<file path="src/logic/cpuIsaPkg.sv">
package cpuIsaPkg;

    //////////////////////////////////////////////////////////////////////
    // Word and field sizes
    //////////////////////////////////////////////////////////////////////

    // Instruction and datapath width
    localparam int insWidth = 16;
    // Opcode, extension and register fields
    localparam int fieldWidth = 4;
    // Program-counter step carried in the control word
    localparam int pcStepWidth = 8;
    // Status flags from the PSR
    localparam int psrWidth = 5;

    // Flag positions read by the controller
    localparam int flagCarry = 0;
    localparam int flagLow = 2;
    localparam int flagZero = 3;

    //////////////////////////////////////////////////////////////////////
    // Encodings
    //////////////////////////////////////////////////////////////////////

    // Major opcode, bits 15..12
    typedef enum logic [fieldWidth-1:0] {
        opAluReg = 4'd0,
        opBranch = 4'd1,
        opCmp    = 4'd3,
        opMem    = 4'd4,
        opAddi   = 4'd5,
        opAddui  = 4'd6,
        opMoviu  = 4'd7,
        opMovi   = 4'd8,
        opSubi   = 4'd9,
        opCmpi   = 4'd11
    } opcodeT;

    // Skip-branch condition in the extension field
    typedef enum logic [fieldWidth-1:0] {
        brGe = 4'd0,
        brHg = 4'd1,
        brEq = 4'd2,
        brLt = 4'd3,
        brLs = 4'd4
    } branchT;

    // Memory access kind in the extension field
    typedef enum logic [fieldWidth-1:0] {
        memLoad  = 4'd0,
        memStore = 4'd1
    } memExtT;

    // ALU move, used by load and store to pass data through
    localparam logic [fieldWidth-1:0] aluMoveExt = 4'd13;

    typedef logic [psrWidth-1:0] psrT;
    typedef logic [insWidth-1:0] insT;

endpackage
</file>
<file path="src/logic/cpuCtrlPkg.sv">
package cpuCtrlPkg;

    import cpuIsaPkg::*;

    //////////////////////////////////////////////////////////////////////
    // Sequencer
    //////////////////////////////////////////////////////////////////////

    // Fetch waits on the input handshake, execute on the output one
    typedef enum logic {
        stFetch,
        stExecute
    } seqStateT;

    //////////////////////////////////////////////////////////////////////
    // Control word
    //////////////////////////////////////////////////////////////////////

    // Source of the second ALU operand
    typedef enum logic [1:0] {
        selImmediate = 2'd0,
        selRegister  = 2'd1,
        selMemory    = 2'd2
    } aluSelT;

    // One decoded instruction, as seen by the datapath
    typedef struct packed {
        logic [fieldWidth-1:0]  aluOp;
        logic [fieldWidth-1:0]  aluExt;
        logic                   regWrite;
        // Write-back register
        logic [fieldWidth-1:0]  regIn;
        // Read ports
        logic [fieldWidth-1:0]  regA;
        logic [fieldWidth-1:0]  regB;
        logic [insWidth-1:0]    immediate;
        aluSelT                 aluSel;
        logic                   memWrite;
        // Added to the PC after execute
        logic [pcStepWidth-1:0] pcStep;
    } ctrlWordT;

    // No write, no memory access, no step
    localparam ctrlWordT idleWord = '0;

endpackage

</file>
<file path="src/logic/cpuController.sv">
module cpuController
    import cpuIsaPkg::*;
    import cpuCtrlPkg::*;
(
    input  logic     Clock,
    input  logic     Reset,
    input  logic     insValid,
    output logic     insReady,
    input  insT      ins,
    input  psrT      psr,
    output logic     ctrlValid,
    input  logic     ctrlReady,
    output ctrlWordT ctrl
);

    //////////////////////////////////////////////////////////////////////
    // Internal connections
    //////////////////////////////////////////////////////////////////////

    insT                    heldIns;
    psrT                    heldPsr;
    ctrlWordT               decoded;
    logic [pcStepWidth-1:0] pcStep;

    // Handshakes and capture registers
    ctrlSequencer uSequencer (
        .Clock     (Clock),
        .Reset     (Reset),
        .insValid  (insValid),
        .insReady  (insReady),
        .ins       (ins),
        .psr       (psr),
        .ctrlValid (ctrlValid),
        .ctrlReady (ctrlReady),
        .heldIns   (heldIns),
        .heldPsr   (heldPsr),
        .decoded   (decoded),
        .ctrl      (ctrl)
    );

    // Field routing and immediate forming
    insDecoder uDecoder (
        .ins     (heldIns),
        .pcStep  (pcStep),
        .decoded (decoded)
    );

    // Skip resolution from the captured flags
    branchCondition uBranch (
        .ins    (heldIns),
        .psr    (heldPsr),
        .pcStep (pcStep)
    );

endmodule

</file>
<file path="src/logic/ctrlSequencer.sv">
module ctrlSequencer
    import cpuIsaPkg::*;
    import cpuCtrlPkg::*;
(
    input  logic     Clock,
    input  logic     Reset,
    // Fetch side
    input  logic     insValid,
    output logic     insReady,
    input  insT      ins,
    input  psrT      psr,
    // Execute side
    output logic     ctrlValid,
    input  logic     ctrlReady,
    // Captured instruction to the decoder
    output insT      heldIns,
    output psrT      heldPsr,
    input  ctrlWordT decoded,
    output ctrlWordT ctrl
);

    seqStateT state;
    seqStateT nextState;

    logic insFire;
    logic ctrlFire;

    assign insReady  = (state == stFetch);
    assign ctrlValid = (state == stExecute);
    assign insFire   = insValid & insReady;
    assign ctrlFire  = ctrlValid & ctrlReady;

    //////////////////////////////////////////////////////////////////////
    // Fetch/execute state machine
    //////////////////////////////////////////////////////////////////////

    always_comb
    begin
        nextState = state;
        case (state)
            stFetch:
                if (insFire)
                    nextState = stExecute;
            stExecute:
                // Stay here under back-pressure
                if (ctrlFire)
                    nextState = stFetch;
            default:
                nextState = stFetch;
        endcase
    end

    always_ff @(posedge Clock or negedge Reset)
    begin
        if (!Reset)
            state <= stFetch;
        else
            state <= nextState;
    end

    // Instruction and flags captured on the input transfer
    always_ff @(posedge Clock)
    begin
        if (insFire)
        begin
            heldIns <= ins;
            heldPsr <= psr;
        end
    end

    // Decoded word only while executing, otherwise idle
    assign ctrl = (state == stExecute) ? decoded : idleWord;

endmodule

</file>
<file path="src/logic/insDecoder.sv">
module insDecoder
    import cpuIsaPkg::*;
    import cpuCtrlPkg::*;
(
    input  insT                    ins,
    input  logic [pcStepWidth-1:0] pcStep,
    output ctrlWordT               decoded
);

    //////////////////////////////////////////////////////////////////////
    // Instruction fields
    //////////////////////////////////////////////////////////////////////

    logic [fieldWidth-1:0] opBits;
    logic [fieldWidth-1:0] extBits;
    logic [fieldWidth-1:0] regHi;
    logic [fieldWidth-1:0] regLo;
    // 8-bit immediate sits in bits 11..4
    logic [insWidth/2-1:0] immByte;

    assign opBits  = ins[insWidth-1 -: fieldWidth];
    assign extBits = ins[insWidth-fieldWidth-1 -: fieldWidth];
    assign regHi   = ins[2*fieldWidth-1 -: fieldWidth];
    assign regLo   = ins[fieldWidth-1:0];
    assign immByte = ins[insWidth-fieldWidth-1 -: insWidth/2];

    // Four immediate forms
    logic [insWidth-1:0] immSigned;
    logic [insWidth-1:0] immZero;
    logic [insWidth-1:0] immUpper;
    logic [insWidth-1:0] immOnes;

    assign immSigned = {{(insWidth/2){immByte[insWidth/2-1]}}, immByte};
    assign immZero   = {{(insWidth/2){1'b0}}, immByte};
    assign immUpper  = {immByte, {(insWidth/2){1'b0}}};
    // CMPI compares against a byte over an all-ones upper half
    assign immOnes   = {{(insWidth/2){1'b1}}, immByte};

    //////////////////////////////////////////////////////////////////////
    // Decode
    //////////////////////////////////////////////////////////////////////

    always_comb
    begin
        // Anything not matched below stays idle
        decoded = idleWord;
        case (opcodeT'(opBits))
            opAluReg, opCmp:
            begin
                decoded.aluOp    = opBits;
                decoded.aluExt   = extBits;
                decoded.regA     = regHi;
                decoded.regB     = regLo;
                decoded.aluSel   = selRegister;
                // CMP only updates flags
                decoded.regWrite = (opcodeT'(opBits) == opAluReg);
                decoded.regIn    = (opcodeT'(opBits) == opAluReg) ? regLo : '0;
            end
            opAddi, opSubi, opAddui, opMovi, opMoviu:
            begin
                decoded.aluOp    = opBits;
                decoded.aluExt   = extBits;
                decoded.regWrite = 1'b1;
                decoded.regIn    = regLo;
                decoded.regB     = regLo;
                decoded.aluSel   = selImmediate;
                case (opcodeT'(opBits))
                    opAddi, opSubi:
                        decoded.immediate = immSigned;
                    opMoviu:
                        decoded.immediate = immUpper;
                    default:
                        decoded.immediate = immZero;
                endcase
            end
            opCmpi:
            begin
                decoded.aluOp     = opBits;
                decoded.aluExt    = extBits;
                decoded.regA      = regHi;
                decoded.regB      = regLo;
                decoded.immediate = immOnes;
                decoded.aluSel    = selImmediate;
            end
            opMem:
            begin
                case (memExtT'(extBits))
                    memLoad:
                    begin
                        // Memory data passes the ALU as a move
                        decoded.aluExt   = aluMoveExt;
                        decoded.regWrite = 1'b1;
                        decoded.regIn    = regLo;
                        decoded.regB     = regHi;
                        decoded.aluSel   = selMemory;
                    end
                    memStore:
                    begin
                        // Address from regB, data from regA
                        decoded.aluExt   = aluMoveExt;
                        decoded.regA     = regLo;
                        decoded.regB     = regHi;
                        decoded.aluSel   = selRegister;
                        decoded.memWrite = 1'b1;
                    end
                    default:
                        decoded = idleWord;
                endcase
            end
            opBranch:
            begin
                // Only the step differs from idle
                case (branchT'(extBits))
                    brGe, brHg, brEq, brLt, brLs:
                        decoded.aluSel = selRegister;
                    default:
                        decoded = idleWord;
                endcase
            end
            default:
                decoded = idleWord;
        endcase
        // Step always comes from the branch unit
        decoded.pcStep = pcStep;
    end

endmodule

</file>
<file path="src/logic/branchCondition.sv">
module branchCondition
    import cpuIsaPkg::*;
(
    input  insT                    ins,
    input  psrT                    psr,
    output logic [pcStepWidth-1:0] pcStep
);

    logic [fieldWidth-1:0] opBits;
    logic [fieldWidth-1:0] extBits;
    logic                  zero;
    logic                  carry;
    logic                  low;
    // High means no skip
    logic                  condHolds;

    assign opBits  = ins[insWidth-1 -: fieldWidth];
    assign extBits = ins[insWidth-fieldWidth-1 -: fieldWidth];
    assign zero    = psr[flagZero];
    assign carry   = psr[flagCarry];
    assign low     = psr[flagLow];

    //////////////////////////////////////////////////////////////////////
    // Skip-branch conditions
    //////////////////////////////////////////////////////////////////////

    always_comb
    begin
        condHolds = 1'b1;
        if (opcodeT'(opBits) == opBranch)
        begin
            case (branchT'(extBits))
                brGe:    condHolds = zero | carry;
                brHg:    condHolds = zero | low;
                brEq:    condHolds = zero;
                brLt:    condHolds = ~zero & ~carry;
                brLs:    condHolds = ~low;
                // Unknown code behaves like a no-op
                default: condHolds = 1'b1;
            endcase
        end
    end

    // Failed condition skips the next word
    assign pcStep = condHolds ? pcStepWidth'(1) : pcStepWidth'(2);

endmodule

</file>
<file path="config.mk">
export PLATFORM = sky130hd
export DESIGN_NAME = cpuController
export DESIGN_NICKNAME = d
export VERILOG_FILES = /design/src/logic/cpuIsaPkg.sv /design/src/logic/cpuCtrlPkg.sv /design/src/logic/cpuController.sv /design/src/logic/ctrlSequencer.sv /design/src/logic/insDecoder.sv /design/src/logic/branchCondition.sv
export SDC_FILE = /design/constraint.sdc
export NUM_CORES = 1
export LEC_CHECK = 0
export BUFFER_PORTS_ARGS = -buffer_cell sky130_fd_sc_hd__buf_2
export CAP_MARGIN = 10
export CORE_MARGIN = 5
export CORE_UTILIZATION = 42
export CTS_BUF_LIST = sky130_fd_sc_hd__clkbuf_8
export CTS_CLUSTER_SIZE = 25
export DETAILED_ROUTE_END_ITERATION = 16
export HOLD_SLACK_MARGIN = 0.12
export PLACE_DENSITY = 0.88
export SKIP_CTS_REPAIR_TIMING = 1
export SYNTH_ARGS = -nofsm -noshare
export SYNTH_HDL_FRONTEND = slang
export SYNTH_SLANG_ARGS = --single-unit
</file>
<file path="constraint.sdc">
create_clock -name Clock -period 1.8 [get_ports Clock]
set_input_delay 0.36 -clock Clock [delete_from_list [all_inputs] [get_ports Clock]]
set_output_delay 0.36 -clock Clock [all_outputs]
set_load 0.005 [all_outputs]
</file>
==> results_dict.tcl <==
set metrics [dict create \
    outcome "complete, but fails checks" \
    violations "negative setup slack" \
    timing.rr.end "uSequencer.heldIns[5]" \
    combPwrFrac_pct 33.2 \
    clockBufferDepth 2 \
    grtUsageTotal_pct 17.1 \
    r2r_slack_ns 0.72 \
    clk_pin_slew_ns 0.07 \
    min_path_cells 2 \
    synthXorXnorAreaFrac_pct 0 \
    finish.utilization_pct 66.6 \
    syn_inst 152 \
    nNetsFinal 277 \
    cts_buffers 3 \
    overflow 0 \
    avgSynthCellArea_sq_um 9.23 \
    arrival_ns 1.79 \
    cp-end-kind "primary output" \
    multi_input_area_sq_um 833 \
    fin_crit_ns 2.15 \
    diodes 0 \
    reg2reg_depth 2 \
    critPathMaxFanout 13 \
    fillCellCount 265 \
    die-area_sq_mm 0.00460 \
    rows 21 \
    synth_compound_area_share_pct 19.7 \
    fin_ws_ns -0.355 \
    swShare_pct 29.7 \
    crit_type "reg -> out" \
    synthSimpleGateAreaFrac_pct 28.0 \
    viasPerCell 5.05 \
    die_h_um 67.8 \
    detail-route-antenna-nets 0 \
    syn_area_sq_mm 0.00140 \
    finalMaxSlewViolations 0 \
    die_x_um 67.8 \
    rsz0062_at_grt "yes" \
    synth_ff_type "edfxtp_1" \
    synthMuxAreaShare_pct 1.61 \
    synth-edff-count 19 \
    power_mw 1.31 \
    cts_sinks 20 \
    design_area_sq_mm 0.00219 \
    timing.fmax_ghz 0.464 \
    grt_pass1_vias 1329 \
    drcViolationCount 0 \
    tritoncts "built" \
    clockRootBuffer "clkbuf_8" \
    drive_gt1_share_pct 53.4 \
    finalCritPeriodShare_pct 120 \
    drtIter0Drc 80 \
    final-hold-violation-count 0 \
    core_area_sq_mm 0.00328 \
    ys_async_sr_fraction_pct 5.00 \
    htreeDepth 1 \
    port_buffers 66 \
    register_area_sq_um 596 \
    power.switching_mw 0.389 \
    power_leakage_nw 1.02 \
    ys_seq_elements 20 \
    postPlaceCellArea_sq_mm 0.00196 \
    irDropWorstVdd_mv 0.733 \
    avgRoutedWirePerCell_um 14.0 \
    initial_core_util_pct 42.7 \
    crit_start "uSequencer.heldIns[15]" \
    yosysWarningCount 0 \
    skew_ns 0.00112 \
    synth_fa_ha_area_share_pct 0 \
    seqPwrFrac_pct 45.0 \
    ys_seq_area_share_pct 42.5 \
    ios 75 \
    area_growth_pct 55.9 \
    drt_wl_total_um 4160 \
    synth_top_family_by_area "simple AND/OR/NAND/NOR gates" \
    antenna_found_initial 0 \
    hold_end "uSequencer.ctrlValid" \
    post-dp-hpwl_um 3150 \
    p_int_mw 0.921 \
    critPathLaunchType "flop" \
    min_path_type "in -> reg" \
    vias 1501 \
    finalWeightedCongestion 0.930 \
    min-delay-start "ctrlReady" \
    insertion_delay_ns 0.25 \
    r2r-start "uSequencer.ctrlValid" \
    dpl_worst_slack_ns -0.111 \
    critPathRequiredTime_ns 1.44 \
    maxCapViolations 0 \
    grt_max_degree 14 \
    powerDensity_mw_per_mm2 599 \
    dr.pass1.iters 4 \
    p_clk_share_pct 21.7 \
    setup_viol 38 \
    grt_pass1_wl_um 6020 \
    synth_cell_types 43 \
]
==> worst max-delay path by stage <==
stage	to	cells past startpoint	slack, ns
after detailed placement	ctrl[25]	6	-0.11
after CTS	ctrl[25]	6	-0.40
after global placement	ctrl[20]	6	-0.08
after floorplan	ctrl[33]	6	0.13
final	ctrl[9]	6	-0.35
after global routing	ctrl[30]	7	-0.45
==> synthesized netlist by cell type, types with 3 or more instances <==
cell	n	area, sq um
a21oi_1	13	65.1
a21oi_2	3	26.3
a22oi_1	4	30.0
a32oi_1	4	35.0
and2_1	8	50.1
and3_1	4	25.0
buf_4	8	60.1
clkbuf_1	3	11.3
edfxtp_1	19	571
nand2_1	7	26.3
nor2_1	21	78.8
nor2b_1	7	43.8
nor3_1	4	20.0
o21ai_1	10	50.1
==> stage by stage <==
step,TNS [ns],hold WS [ns],std cells
after CTS,-12.51,-0.138,292
after global placement,-1.21,0.136,288
after global routing,-15.05,0.267,297
final,-11.15,0.272,297
after floorplan,0,0.0644,157
after detailed placement,-1.92,0.139,288
==> sequential cells by signal, indices dropped and copies added (netlist names) <==
name and cells:
uSequencer.ctrlValid 1, uSequencer.heldIns 16, uSequencer.heldPsr 3
==> layer usage <==
layer / GRT usage, % / part of all wire [%]
met1: 22.5 / 39
met5: 0 / 0
met2: 30.0 / 53
met4: 2.98 / 0.41
met3: 2.33 / 7.1
==> power by group through the flow <==
| stage | logic (mW) | clock network (mW) | registers (mW) |
|---|---|---|---|
| global placement | 0.371 | 0 | 0.597 |
| CTS | 0.379 | 0.297 | 0.589 |
| finish | 0.436 | 0.284 | 0.590 |
| detailed placement | 0.378 | 0 | 0.599 |
| global route | 0.477 | 0.313 | 0.597 |
| floorplan | 0.199 | 0 | 0.590 |
==> placed cells by master (no fill, tap or decap), drive strengths merged <==
master | Yosys | routed
o32ai | 1 | 1
clkbuf | 3 | 3
nor4b | 1 | 1
nor4 | 1 | 1
dfrtp | 1 | 1
nand2b | 3 | 3
nand4 | 1 | 1
a22oi | 4 | 4
mux2 | 2 | 2
nand3 | 2 | 2
nor2b | 8 | 8
dlygate4sd3 | 0 | 1
and2 | 8 | 8
nor3b | 2 | 2
conb | 1 | 6
o21bai | 1 | 1
a31oi | 1 | 1
a21oi | 16 | 16
and2b | 1 | 1
nor2 | 22 | 22
buf | 12 | 104
and3 | 5 | 5
o211ai | 1 | 1
edfxtp | 19 | 19
nand3b | 1 | 1
or3b | 1 | 1
or3 | 1 | 1
nor3 | 4 | 4
a21o | 1 | 1
and4 | 1 | 1
o41ai | 1 | 1
inv | 2 | 3
a32oi | 4 | 4
o22ai | 1 | 1
o21ai | 12 | 12
nand2 | 7 | 7
==> critical path, cell delays in order, from the launching register on <==
cell      delay [ns]
edfxtp_1        0.51
and2b_1         0.27
buf_4           0.11
and3_4          0.26
and3_4          0.21
a21o_1          0.08
buf_2           0.10
==> cell families after synthesis <==
family,Yosys count
AND/OR/NAND/NOR,69
AO/OA/AOI/OAI,43
flip-flops,20
buffers and inverters,17
multiplexers,2
other,1
==> cell type report <==
cell class / count / area share (%)
multi-input cells: 120 / 38.1
repair buffers: 105 / 29.6
flip-flops and latches: 20 / 27.2
well taps: 46 / 2.63
clock buffers: 3 / 1.89
inverters: 2 / 0.343
clock inverters: 1 / 0.172
(Power assumes the default switching activity.)
